[src/debug_pkg.sv]
package debug_pkg;

    typedef logic [7:0]  byte_t;        // UART byte, instruction memory byte
    typedef logic [31:0] word_t;        // Data word, register value, PC
    typedef logic [7:0]  im_addr_t;
    typedef logic [4:0]  rb_addr_t;
    typedef logic [4:0]  dm_addr_t;

    localparam int CLKS_PER_BIT = 16;
    localparam int DUMP_REGS    = 8;
    localparam int DUMP_WORDS   = 8;

    // Host command bytes
    localparam byte_t CMD_LOAD = 8'h4C;     // 'L'
    localparam byte_t CMD_RUN  = 8'h43;     // 'C'
    localparam byte_t CMD_STEP = 8'h53;     // 'S'

    localparam logic [5:0] OP_ADDI = 6'h08;
    localparam logic [5:0] OP_ADD  = 6'h20;
    localparam logic [5:0] OP_SW   = 6'h2B;
    localparam logic [5:0] OP_LW   = 6'h23;
    localparam logic [5:0] OP_HALT = 6'h3F;

    typedef enum logic [9:0] {
        IDLE      = 10'b00_0000_0001,
        GET_COUNT = 10'b00_0000_0010,
        GET_PROG  = 10'b00_0000_0100,
        RUN       = 10'b00_0000_1000,
        STEP      = 10'b00_0001_0000,
        SEND_PC   = 10'b00_0010_0000,
        SEND_RB   = 10'b00_0100_0000,
        SEND_DM   = 10'b00_1000_0000,
        WAIT_TX   = 10'b01_0000_0000,
        DONE      = 10'b10_0000_0000
    } du_state_t;

endpackage

[src/uart_tx.sv]
`timescale 1ns/100ps

module uart_tx (
    input  logic             i_clock,
    input  logic             i_reset,
    input  debug_pkg::byte_t i_data,
    input  logic             i_start,
    output logic             o_tx,
    output logic             o_done
);
    import debug_pkg::*;

    logic                            busy;
    logic [9:0]                      frame;     // Shifted out from bit 0
    logic [$clog2(CLKS_PER_BIT)-1:0] tick_cnt;
    logic [3:0]                      bit_cnt;

    always_ff @(posedge i_clock) begin
        if (i_reset) begin
            busy     <= 1'b0;
            frame    <= '1;
            tick_cnt <= '0;
            bit_cnt  <= '0;
            o_done   <= 1'b0;
        end else begin
            o_done <= 1'b0;
            if (!busy) begin
                if (i_start) begin
                    busy     <= 1'b1;
                    frame    <= {1'b1, i_data, 1'b0};
                    tick_cnt <= '0;
                    bit_cnt  <= '0;
                end
            end else if (tick_cnt == CLKS_PER_BIT - 1) begin
                tick_cnt <= '0;
                frame    <= {1'b1, frame[9:1]};
                if (bit_cnt == 4'd9) begin
                    busy   <= 1'b0;         // End of stop bit
                    o_done <= 1'b1;
                end else begin
                    bit_cnt <= bit_cnt + 1'b1;
                end
            end else begin
                tick_cnt <= tick_cnt + 1'b1;
            end
        end
    end

    assign o_tx = frame[0];

endmodule

[config.mk]
export PLATFORM = sky130hd
export DESIGN_NAME = uart_tx
export DESIGN_NICKNAME = d
export VERILOG_FILES = /design/src/debug_pkg.sv /design/src/uart_tx.sv
export SDC_FILE = /design/constraint.sdc
export NUM_CORES = 1
export LEC_CHECK = 0
export BUFFER_PORTS_ARGS = -buffer_cell sky130_fd_sc_hd__buf_2
export CAP_MARGIN = 10
export CORE_MARGIN = 2
export CORE_UTILIZATION = 49
export CTS_BUF_LIST = sky130_fd_sc_hd__clkbuf_16
export DETAILED_ROUTE_END_ITERATION = 12
export PLACE_DENSITY = 0.68
export SYNTH_ARGS = -nofsm -noshare
export SYNTH_HDL_FRONTEND = slang
export SYNTH_SLANG_ARGS = --single-unit
[constraint.sdc]
create_clock -name i_clock -period 1.4 [get_ports i_clock]
set_clock_uncertainty 0.15 [all_clocks]
set_input_delay 0.07 -clock i_clock [delete_from_list [all_inputs] [get_ports i_clock]]
set_output_delay 0.07 -clock i_clock [all_outputs]
set_load 0.03 [all_outputs]
### Word-level counts from Yosys, hierarchy flattened

Cells that the tools add are included.

* flip-flop bits (word level): 20
* input bits: 11
* output and inout port bits: 2
* logic and storage cells: 31

* $add $sub $neg: 2
* eq/ne operators: 4
* multiplexer cells: 14
* bitwise operators: 2
* reduce and logical (&&, ||, !) cells: 4

Operators with widths (number)
* 2-to-1 mux 10 bit: 3
* 2-to-1 mux 4 bit: 6
* adder 4 x 1 -> 4 bit, second input constant: 2
* == test 4 bit, second input constant: 2
* 2-to-1 mux 1 bit: 5
* AND reduction 3 bit: 1
* OR reduction 3 bit: 1
* inequality test 2 x 1 -> 1 bit, second input constant: 1
* inequality test 2 bit, second input constant: 1
* NOT 1 bit: 2
* AND reduction 2 bit: 1
* nonzero test 2 bit: 1

### Longest topological paths before layout

Gate-level depths: netlist of run 1.

* depth after elaboration: 4
* depth in mapped cells: 5
* depth with buffers taken out: 5

### Least setup slack after synthesis of run 1

No wires, ideal clock.

* kind: flip-flop to flip-flop
* from: register tick_cnt[0]
* to: register bit_cnt[0]
* setup time: 0.074 ns
* arrival time: 1.355 ns
* required time: 1.176 ns
* path slack: -0.180 ns
* stages on the path, launching flop included: 5
* buffers on the path: 0
* clock period less this slack: 1.580 ns
* path through: dfxtp_1 > ha_1 > nand3_1 > or4_1 > a31oi_1

* cells in the longest elaborated chain, start to end: 3

RTL lines
* start: declaration: line uart_tx.sv:15 `logic [$clog2(CLKS_PER_BIT)-1:0] tick_cnt;`
* start signal: assignment: line uart_tx.sv:44 `tick_cnt <= tick_cnt + 1'b1;`
* == test 4 bit: line uart_tx.sv:34 `end else if (tick_cnt == CLKS_PER_BIT - 1) begin`
* inequality test 2 x 1 -> 1 bit (no line)
* AND reduction 3 bit (no line)
* end signal: assignment: line uart_tx.sv:41 `bit_cnt <= bit_cnt + 1'b1;`
* end: declaration: line uart_tx.sv:16 `logic [3:0] bit_cnt;`

No other way between the ends.
A chain may end at the register's enable or synchronous reset.

### Worst setup path in the final report of run 1

* from: register bit_cnt[1]
* to: register bit_cnt[0]

* cells in the longest elaborated chain, start to end: 3

RTL lines
* == test 4 bit: line uart_tx.sv:37 `if (bit_cnt == 4'd9) begin`
* inequality test 2 bit (no line)
* AND reduction 3 bit (no line)

No other way between the ends.

==> results by group, run 1 <==
Setup path
  • FF-to-FF path depth: 5
  • CP top delay family: simple AND/OR/NAND/NOR gates
  • Worst path arrival time: 1.49 ns
  • CP max-delay cell: or4_1
  • R2R Path Start: bit_cnt[1]
  • R2R setup slack: -0.06 ns
  • CP Class: reg2reg
  • Ordered cell list for the critical path: inv_2 > ha_4 > and4b_1 > or4_1 > a31oi_1
  • Buf/Inv on CP: 1
  • Critical Path Source Type: flip-flop
  • Crit path largest cell delay: 0.40 ns
  • Crit Path Max Fanout: 3
  • CP required: 1.43 ns
  • Worst setup EP type: flip-flop
  • Critical R2R Capture: bit_cnt[0]

STA
  • Slew HR: 77.8%
  • Setup ws final: -0.0615 ns
  • Unrepaired setup endpoints after global routing: yes
  • Actual slew at the worst max-slew pin: 0.332 ns
  • Tcrit/Tclk final: 104%
  • FMAX: 0.684 GHz
  • Final hold vios: 0
  • Final setup violation count: 5
  • Post-route minimum period: 1.46 ns
  • Pins over their slew limit: 0
  • Setup TNS: -0.134 ns

Run status
  • Failing checks: setup timing
  • Status: complete, but fails checks

Clocking
  • Root Buffer: clkbuf_16
  • Clk Latency, worst-skew pair: 0.25 ns
  • Num CTS Buffers: 3
  • CTS tree: built
  • H-tree Lvls: 1
  • Clock transition at the registers of the reported paths: 0.05 ns
  • # clock sinks: 19
  • CTS max path bufs: 2

Placed design
  • DPL Wire Length: 1640 µm
  • PortBufs: 12
  • GPL Wtd Cong: 0.791

Run
  • Max cap viols: 0

Yosys
  • Post-synth EDFFs: 0
  • Ys async rst share: 0%
  • Leading area contributor after synthesis: dfxtp_1
  • Dominant synthesized flop cell: dfxtp_1
  • Most common cell in the netlist: dfxtp_1
  • Largest cells by area after synthesis: dfxtp_1 40%, mux2_1 8.3%, a21oi_1 6.3%, nor3_1 5.3%, o21ai_1 4.2%
  • Distinct cells, synth: 36
  • Top cell type's share of synthesized area: 40.1%
  • Mean Syn Cell Area: 8.86 µm²
  • Post-synthesis cell count: 107
  • Yosys reg bits: 19
  • Sequential fraction of the synthesis area: 40.1%
  • Yosys Warn Count: 0
  • Mapped Area: 948 µm²
  • Syn nets: 121
  • Top cells by instance count after synthesis: 19 x dfxtp_1, 12 x a21oi_1, 10 x nor3_1, 8 x o21ai_1, 7 x mux2_1

Floorplanning
  • Rows: 15
  • Die footprint: 2300 µm²
  • DIE HEIGHT: 48.0 µm
  • Die X: 48.0 µm
  • Core Region: 1760 µm²
  • I/O Pins: 13
  • Initial Util: 53.8%

Route
  • Drt initial violations: 18
  • DRC: 0
  • Routed via count: 977
  • Overall routed net length: 2580 µm
  • WL per Instance: 15.8 µm
  • 1st-pass router iterations: 4
  • Via density per instance: 5.96
  • Post-route antenna net violation count: 0

Power
  • Power Dens Cells: 975 nW/µm²
  • Lkg Pwr: 0.527 nW
  • VDD IR max: 0.000691 V

Min path
  • Hold crit path type: in2reg
  • Hold endpoint: tick_cnt[3]
  • Hold depth: 2
  • Worst hold start: i_reset

Final layout
  • Fillers: 130
  • Share of layout cells above drive strength 1: 43.2%
  • Final Util: 77.2%
  • Nets: 154
  • Antenna Cells: 0
  • Area delta synth->final: 43.5%

Global routing
  • Largest net degree at the start of global routing: 13
  • Vias in the first global route: 885
  • GRT overflow: 0
  • First-pass GRT wire length: 3970 µm
  • Initial antenna violation count: 0
  • All-Layer GR Usage: 26.0%
stage by stage:
stage                     instance area, µm²  hold WS, ns  std cells  setup WS (ns)  total power [W]
final                                   1360       0.0109        164        -0.0615          0.00133
after global routing                    1360       0.0252        164         -0.131          0.00137
after CTS                               1340      0.00242        163        -0.0683          0.00132
after detailed placement                1180        0.190        157         -0.183         0.000731
after global placement                  1180        0.178        157         -0.155         0.000728
after floorplan                          978       0.0837        107        -0.0197         0.000676
worst max path at each step:
stage | end | cells after the start | start | slack, ns
final | bit_cnt[0] | 5 | bit_cnt[1] | -0.06
after global placement | frame[1] | 4 | busy | -0.16
after global routing | bit_cnt[0] | 4 | bit_cnt[0] | -0.13
after detailed placement | frame[1] | 4 | busy | -0.18
after CTS | bit_cnt[0] | 5 | bit_cnt[1] | -0.07
after floorplan | bit_cnt[0] | 5 | bit_cnt[1] | -0.02
cell usage in the layout, fill, tap and decap left out, types with 3 or more instances in the layout:
cell	n
nor3_1	8
dfxtp_1	14
clkbuf_16	3
buf_4	19
nand2_1	3
o21ai_1	8
a21oi_2	8
mux2_1	7
buf_2	12
dfxtp_2	4
buf_6	3
nand3_1	3
nor2_1	4
a21oi_1	4
power breakdown:
part           switching (W)  internal, W  leakage, nW
clock network       0.000204     0.000380       0.0423
logic              0.0000848    0.0000771        0.327
registers          0.0000198     0.000562        0.158
total               0.000309      0.00102        0.527
worst reg2reg max path: stages (launching register included):
cell and delay, ns:
dfxtp_2 0.33, inv_2 0.04, ha_4 0.14, and4b_1 0.20, or4_1 0.40, a31oi_1 0.13
per-layer routing:
layer / vias to the layer above / wire (µm) / global-route usage (%)
met4: 0 / 61 / 14.6
met2: 28 / 1280 / 42.1
met5: - / 0 / 0
li1: 463 / - / -
met1: 479 / 1150 / 31.8
met3: 7 / 92 / 5.28
repair_timing:
| action | CTS | global route |
|---|---|---|
| hold buffers | 1 | 0 |
| pin swaps | 1 | 5 |
| buffers inserted | 1 | 1 |
| hold endpoints to repair | 1 | 0 |
| gates resized for setup | 16 | 5 |
| setup endpoints to repair | 15 | 16 |
area by class of cell:
cell class                      count  area, µm²  share of cell area, %
Timing Repair Buffer               35        246                   18.1
Clock inverter                      1       3.75                  0.276
Tap cell                           25       31.3                   2.30
Clock buffer                        3       75.1                   5.51
Multi-Input combinational cell     78        604                   44.4
Inverter                            3       11.3                  0.827
Sequential cell                    19        389                   28.6
flip-flops by register name, indices dropped and copies added, names as in the netlist:
| register | flops |
|---|---|
| frame | 9 |
| bit_cnt | 4 |
| tick_cnt | 4 |
| busy | 1 |
| o_done | 1 |
kinds of logic (layout without fill, tap and decap cells):
| family | count (synthesis) | count (layout) | synth area share [%] |
|---|---|---|---|
| AOI/OAI and AO/OA | 30 | 30 | 18.7 |
| adders and majority gates | 3 | 3 | 3.96 |
| buffers and inverters | 10 | 42 | 5.01 |
| DFF | 19 | 19 | 40.1 |
| muxes | 8 | 8 | 9.37 |
| and+or+nand+nor | 37 | 37 | 22.8 |
No activity file was read; power rests on OpenSTA's default activity.
==> run 2: changes to the inputs <==
--- a/config.mk
+++ b/config.mk
@@ -12,6 +12,7 @@
 export CTS_BUF_LIST = sky130_fd_sc_hd__clkbuf_16
 export DETAILED_ROUTE_END_ITERATION = 12
 export PLACE_DENSITY = 0.68
+export REMOVE_ABC_BUFFERS = 1
 export SYNTH_ARGS = -nofsm -noshare
 export SYNTH_HDL_FRONTEND = slang
 export SYNTH_SLANG_ARGS = --single-unit
==> results by group, run 2 (synthesis gave the netlist of run 1 again) <==
Global routing
  • GRT overflow: 0 (unchanged)
  • Largest net degree at the start of global routing: 13 (unchanged)
  • First-pass GRT wire length: 3820 µm (-4.0%)
  • All-Layer GR Usage: 24.0% (-1.9 points)
  • Initial antenna violation count: 0 (unchanged)
  • Vias in the first global route: 904 (+2.1%)

Power
  • Power Dens Cells: 978 nW/µm² (+0.30%)
  • Tot Pwr: 0.00131 W (-1.3%)
  • VDD IR max: 0.000845 V (+22%)
  • Lkg Pwr: 0.527 nW (about the same)

Run
  • Max cap viols: 0 (unchanged)

STA
  • Pins over their slew limit: 0 (unchanged)
  • Final setup violation count: 3 (-2)
  • Post-route minimum period: 1.47 ns (+0.00664 ns)
  • Slew HR: 83.0% (+5.2 points)
  • Final hold vios: 0 (unchanged)
  • Setup ws final: -0.0682 ns (-0.00664 ns)
  • Tcrit/Tclk final: 105% (+0.47 points)
  • Actual slew at the worst max-slew pin: 0.255 ns (-0.0766 ns)
  • FMAX: 0.681 GHz (-0.45%)
  • Unrepaired setup endpoints after global routing: yes
  • Fin Hold WS: 0.0217 ns (+0.0108 ns)

Setup path
  • Crit Path Max Fanout: 3 (unchanged)
  • Crit path largest cell delay: 0.41 ns (about the same)
  • Worst path arrival time: 1.49 ns (about the same)
  • Worst Setup EP: bit_cnt[0]
  • CP top delay family: simple AND/OR/NAND/NOR gates
  • Worst setup EP type: flip-flop
  • Critical Path Source Type: flip-flop
  • Buf/Inv on CP: 1 (unchanged)
  • CP max-delay cell: or4_1
  • Critical path depth: 5 (unchanged)
  • CP required: 1.42 ns (about the same)
  • R2R setup slack: -0.07 ns (about the same)
  • CP Class: reg2reg
  • Ordered cell list for the critical path: inv_2 > ha_4 > and4b_1 > or4_1 > a31oi_1
  • Setup crit start: bit_cnt[1]
  • FF-to-FF path depth: 5 (unchanged)
  • Critical R2R Capture: bit_cnt[0]
  • R2R Path Start: bit_cnt[1]

Floorplanning
  • Initial Util: 53.8% (unchanged)
  • Core Region: 1760 µm² (unchanged)
  • I/O Pins: 13 (unchanged)
  • Die footprint: 2300 µm² (unchanged)
  • Rows: 15 (unchanged)
  • DIE HEIGHT: 48.0 µm (unchanged)
  • Die X: 48.0 µm (unchanged)

Run status
  • Status: complete, but fails checks
  • Failing checks: setup timing

Final layout
  • Share of layout cells above drive strength 1: 39.0% (-4.2 points)
  • Fin cells: 166 (+1.2%)
  • Area delta synth->final: 41.3%
  • Commonest non-fill, non-tap cell in the layout: buf_4
  • Fillers: 144 (+11%)
  • Final Util: 76.0% (-1.2 points)
  • Antenna Cells: 0 (unchanged)
  • Largest regs: frame (9), bit_cnt (4), tick_cnt (4)
  • Area occupied by multi-input gates: 573 µm² (-5.2%)
  • Most frequent cells in the layout: 21 x buf_4, 15 x dfxtp_1, 12 x a21oi_1
  • FF/Latch Area: 385 µm² (-0.96%)
  • Reg with most FFs: frame
  • Nets: 156 (+1.3%)
  • Largest register FFs: 9 (unchanged)

Placed design
  • Placed insts: 158 (+0.64%)
  • DPL Wire Length: 1600 µm (-2.3%)
  • GPL Wtd Cong: 0.819 (+3.5%)
  • PortBufs: 12 (unchanged)

Clocking
  • CTS tree: built
  • CTS max path bufs: 2 (unchanged)
  • Clk Latency, worst-skew pair: 0.25 ns (about the same)
  • Root Buffer: clkbuf_16
  • H-tree Lvls: 1 (unchanged)
  • Num CTS Buffers: 3 (unchanged)
  • Clock transition at the registers of the reported paths: 0.05 ns (about the same)
  • # clock sinks: 19 (unchanged)

Min path
  • Hold depth: 4 (+2)
  • Hold crit path type: in2reg
  • Worst hold start: i_data[3]

Route
  • Post-route antenna net violation count: 0 (unchanged)
  • Drt initial violations: 21 (+3)
  • DRC: 0 (unchanged)
  • Routed via count: 926 (-5.2%)
  • Via density per instance: 5.58 (-6.4%)
  • Overall routed net length: 2400 µm (-7.2%)
  • 1st-pass router iterations: 4 (unchanged)
  • WL per Instance: 14.4 µm (-8.4%)
==> run 2: cell types whose count changed in the layout (fill, tap and decap cells not counted), sizes merged <==
cell | before | now
clkbuf | 3 | 5
clkinvlp | 0 | 1
inv | 4 | 3
buf | 34 | 33
dlygate4sd3 | 1 | 2
==> run 2: worst min-delay path by stage <==
stage / slack [ns] / to
2_1_floorplan: -0.01 / tick_cnt[0]
3_3_place_gp: 0.18 / frame[8]
3_5_place_dp: 0.19 / frame[8]
4_1_cts: 0.03 / frame[4]
5_1_grt: 0.06 / frame[4]
6_report: 0.02 / frame[4]
==> run 2: worst register-to-register path: stages (launching register included) <==
cell     delay [ns]
dfxtp_2        0.33
inv_2          0.04
ha_4           0.15
and4b_1        0.18
or4_1          0.41
a31oi_1        0.14
==> run 2: report_power, final <==
group | switching, W | internal, W
clock | 0.000187 | 0.000379
sequential | 0.0000168 | 0.000563
combinational | 0.0000811 | 0.0000841
total | 0.000285 | 0.00103
==> run 2: per-layer routing <==
| layer | vias up | global-route usage, % | wire [µm] |
|---|---|---|---|
| met2 | 20 | 41.9 | 1180 |
| met4 | 0 | 9.73 | 11 |
| li1 | 467 | - | - |
| met5 | - | 0 | 0 |
| met1 | 437 | 29.5 | 1120 |
| met3 | 2 | 3.40 | 82 |
==> run 2: final cells by class <==
class                           instances  share of cell area, %
Multi-Input combinational cell         78                   42.8
Sequential cell                        19                   28.8
Timing Repair Buffer                   37                   19.1
Clock buffer                            3                   5.60
Tap cell                               25                   2.33
Inverter                                3                   1.12
Clock inverter                          1                  0.280
==> run 2: repair_timing <==
action	CTS	global route
buffers inserted	0	2
hold buffers	2	0
resized for setup	12	8
endpoints found under the hold margin	2	0
pin swaps	3	1
endpoints found under the setup margin	15	15
==> run 2: through the flow <==
step	TNS, ns	instance area (µm²)	setup WS, ns
global placement	-1.04	1160	-0.123
global route	-0.639	1340	-0.121
detailed placement	-1.33	1160	-0.138
floorplan	-3.05	912	-0.403
CTS	-0.0665	1300	-0.0368
finish	-0.106	1340	-0.0682
==> run 3: changes to the inputs <==
--- a/config.mk
+++ b/config.mk
@@ -5,13 +5,14 @@
 export SDC_FILE = /design/constraint.sdc
 export NUM_CORES = 1
 export LEC_CHECK = 0
+export ABC_AREA = 1
 export BUFFER_PORTS_ARGS = -buffer_cell sky130_fd_sc_hd__buf_2
 export CAP_MARGIN = 10
 export CORE_MARGIN = 2
 export CORE_UTILIZATION = 49
 export CTS_BUF_LIST = sky130_fd_sc_hd__clkbuf_16
 export DETAILED_ROUTE_END_ITERATION = 12
-export PLACE_DENSITY = 0.68
+export PLACE_DENSITY = 0.69
 export REMOVE_ABC_BUFFERS = 1
 export SYNTH_ARGS = -nofsm -noshare
 export SYNTH_HDL_FRONTEND = slang
==> results by group, run 3 <==
Run status
  • Status: finished clean

Yosys
  • Yosys reg bits: 19 (unchanged)
  • Mean Syn Cell Area: 6.94 µm² (-22%)
  • Leading area contributor after synthesis: dfxtp_1
  • Most common cell in the netlist: nand2_1
  • Top cells by instance count after synthesis: 55 x nand2_1, 19 x dfxtp_1, 15 x nand3_1, 10 x inv_1, 8 x a21oi_1
  • Post-synth EDFFs: 0 (unchanged)
  • Ys async rst share: 0% (unchanged)
  • Sequential fraction of the synthesis area: 40.9% (+0.81 points)
  • Post-synthesis cell count: 134 (+25%)
  • Mapped Area: 930 µm² (-2.0%)
  • Largest cells by area after synthesis: dfxtp_1 41%, nand2_1 22%, nand3_1 8.1%, a21oi_1 4.3%, ha_1 4.0%
  • Top cell type's share of synthesized area: 40.9% (+0.81 points)
  • Distinct cells, synth: 23 (-36%)
  • Yosys Warn Count: 0 (unchanged)
  • Dominant synthesized flop cell: dfxtp_1

Final layout
  • Share of layout cells above drive strength 1: 28.1% (-11 points)
  • Antenna Cells: 0 (unchanged)
  • Most frequent cells in the layout: 53 x nand2_1, 16 x dfxtp_1, 13 x buf_4
  • Nets: 182 (+17%)
  • Largest register FFs: 9 (unchanged)
  • Fin cells: 192 (+16%)
  • Reg with most FFs: frame
  • Area delta synth->final: 40.5%
  • Commonest non-fill, non-tap cell in the layout: nand2_1
  • Largest regs: frame (9), bit_cnt (4), tick_cnt (4)

Setup path
  • Crit path largest cell delay: 0.33 ns (-0.08 ns)
  • CP max-delay cell: dfxtp_2
  • Buf/Inv on CP: 1 (unchanged)
  • Critical Path Source Type: flip-flop
  • Ordered cell list for the critical path: ha_4 > nand2_4 > nor2_4 > nand2_4 > nand2_8 > buf_4 > nand2_1 > nand3_2
  • CP Class: reg2reg
  • Critical path depth: 8 (+3)
  • Worst path arrival time: 1.32 ns (-0.17 ns)
  • Crit Path Max Fanout: 8 (+5)
  • Worst setup EP type: flip-flop
  • CP top delay family: simple AND/OR/NAND/NOR gates
  • CP required: 1.38 ns (-0.04 ns)
  • FF-to-FF path depth: 8 (+3)
  • Critical Path Most Common Cell: nand2_4

Run
  • Max cap viols: 0 (unchanged)

Route
  • Via density per instance: 4.94 (-11%)
  • 1st-pass router iterations: 4 (unchanged)
  • Routed via count: 948 (+2.4%)
  • DRC: 0 (unchanged)
  • WL per Instance: 11.3 µm (-22%)
  • Drt initial violations: 24 (+14%)
  • Post-route antenna net violation count: 0 (unchanged)
  • Overall routed net length: 2170 µm (-9.4%)

Floorplanning
  • I/O Pins: 13 (unchanged)
  • Initial Util: 52.7% (-1.1 points)
  • Rows: 15 (unchanged)
  • DIE HEIGHT: 47.6 µm (-0.92%)
  • Core Region: 1760 µm² (unchanged)
  • Die X: 47.6 µm (-0.92%)
  • Die footprint: 2260 µm² (-1.8%)

STA
  • Unrepaired setup endpoints after global routing: yes
  • Final hold vios: 0 (unchanged)
  • Setup ws final: 0.0609 ns (+0.129 ns)
  • Final setup violation count: 0 (-3)
  • Actual slew at the worst max-slew pin: 0.334 ns (+0.0790 ns)
  • Slew HR: 77.6% (-5.4 points)
  • Fin Hold WS: 0.00203 ns (-0.0196 ns)
  • Tcrit/Tclk final: 95.7% (-9.2 points)
  • FMAX: 0.747 GHz (+9.6%)
  • Post-route minimum period: 1.34 ns (-0.129 ns)
  • Pins over their slew limit: 0 (unchanged)

Global routing
  • GR Util met1: 29.7% (+0.27 points)
  • Met2 usage: 33.8% (-8.1 points)
  • Met3 Use GR: 3.40% (unchanged)
  • GRT overflow: 0 (unchanged)
  • All-Layer GR Usage: 21.3% (-2.8 points)
  • Busiest grt layer: met2
  • Largest net degree at the start of global routing: 12 (-1)
  • First-pass GRT wire length: 3380 µm (-11%)
  • Initial antenna violation count: 0 (unchanged)
  • Vias in the first global route: 799 (-12%)

Clocking
  • CTS tree: built
  • H-tree Lvls: 1 (unchanged)
  • # clock sinks: 19 (unchanged)
  • Root Buffer: clkbuf_16
  • Num CTS Buffers: 3 (unchanged)
  • CTS max path bufs: 2 (unchanged)
  • Clk Latency, worst-skew pair: 0.25 ns (about the same)
  • Clock transition at the registers of the reported paths: 0.05 ns (about the same)

Placed design
  • GPL Wtd Cong: 0.758 (-7.5%)
  • Setup Slack @ Placement: -0.0428 ns (+0.0949 ns)
  • Placed insts: 180 (+14%)
  • PortBufs: 12 (unchanged)
  • DPL Wire Length: 1470 µm (-8.1%)

Power
  • Lkg Pwr: 0.643 nW (+22%)
  • Tot Pwr: 0.00135 W (+2.8%)
  • VDD IR max: 0.000629 V (-26%)
  • Power Dens Cells: 1030 nW/µm² (+5.5%)

Min path
  • Hold crit path type: in2reg
  • Hold depth: 5 (+1)
-- run 3: final cells by class --
class	instances	area, µm²
multi-input combinational	100	539
fill	153	458
sequential	19	384
timing repair buffer	31	218
clock buffer	3	75.1
inverter	13	53.8
tap	25	31.3
clock inverter	1	5.00
-- run 3: worst min-delay path, cell delays in order --
cell and delay, ns:
buf_2 0.07, nand2_1 0.04, nand2_1 0.06, nand2_1 0.05
nand3_1 0.07
-- run 3: final timing paths --
kind / startpoint / slack (ns) / to
hold reg to reg: frame[0] / 0.30 / frame[0]
hold / removal: i_data[1] / 0.002 / frame[2]
setup / recovery: tick_cnt[0] / 0.06 / frame[5]
setup reg to reg: tick_cnt[0] / 0.06 / frame[5]
-- run 3: power breakdown --
| part | leakage (nW) | switching, W | total [W] | internal (W) |
|---|---|---|---|---|
| clock network | 0.0409 | 0.000198 | 0.000580 | 0.000383 |
| logic | 0.445 | 0.0000992 | 0.000179 | 0.0000796 |
| registers | 0.157 | 0.0000194 | 0.000589 | 0.000569 |
| total | 0.643 | 0.000316 | 0.00135 | 0.00103 |
-- run 3: cells by family after synthesis --
family | Yosys count | synth area share, %
adder cells (fa/ha/maj) | 3 | 4.04
buffers and inverters | 15 | 6.60
AO/OA/AOI/OAI | 14 | 8.48
AND/OR/NAND/NOR | 82 | 39.0
flip-flops | 19 | 40.9
XOR/XNOR | 1 | 0.942
-- run 3: timing repair --
| item | 4_1_cts | 5_1_grt |
|---|---|---|
| hold buffers | 6 | 0 |
| endpoints found under the setup margin | 8 | 10 |
| endpoints found under the hold margin | 6 | 0 |
| buffers inserted | 2 | 0 |
| pin swaps | 3 | 4 |
| gates cloned | 0 | 0 |
| gates resized for setup | 7 | 7 |
-- run 3: routing by layer --
layer / share of wire (%) / vias to the layer above
li1: - / 497
met1: 46 / 426
met2: 49 / 21
met3: 3.7 / 4
met4: 1.1 / 0
met5: 0 / -
-- run 3: through the flow --
| stage | util (%) | area [µm²] | TNS [ns] |
|---|---|---|---|
| 3_3_place_gp | 62.0 | 1090 | 0 |
| 2_1_floorplan | - | 920 | 0 |
| 3_5_place_dp | 62.0 | 1090 | -0.218 |
| 5_1_grt | 74.0 | 1310 | -0.0416 |
| 4_1_cts | 72.5 | 1280 | 0 |
| 6_report | 74.0 | 1310 | 0 |
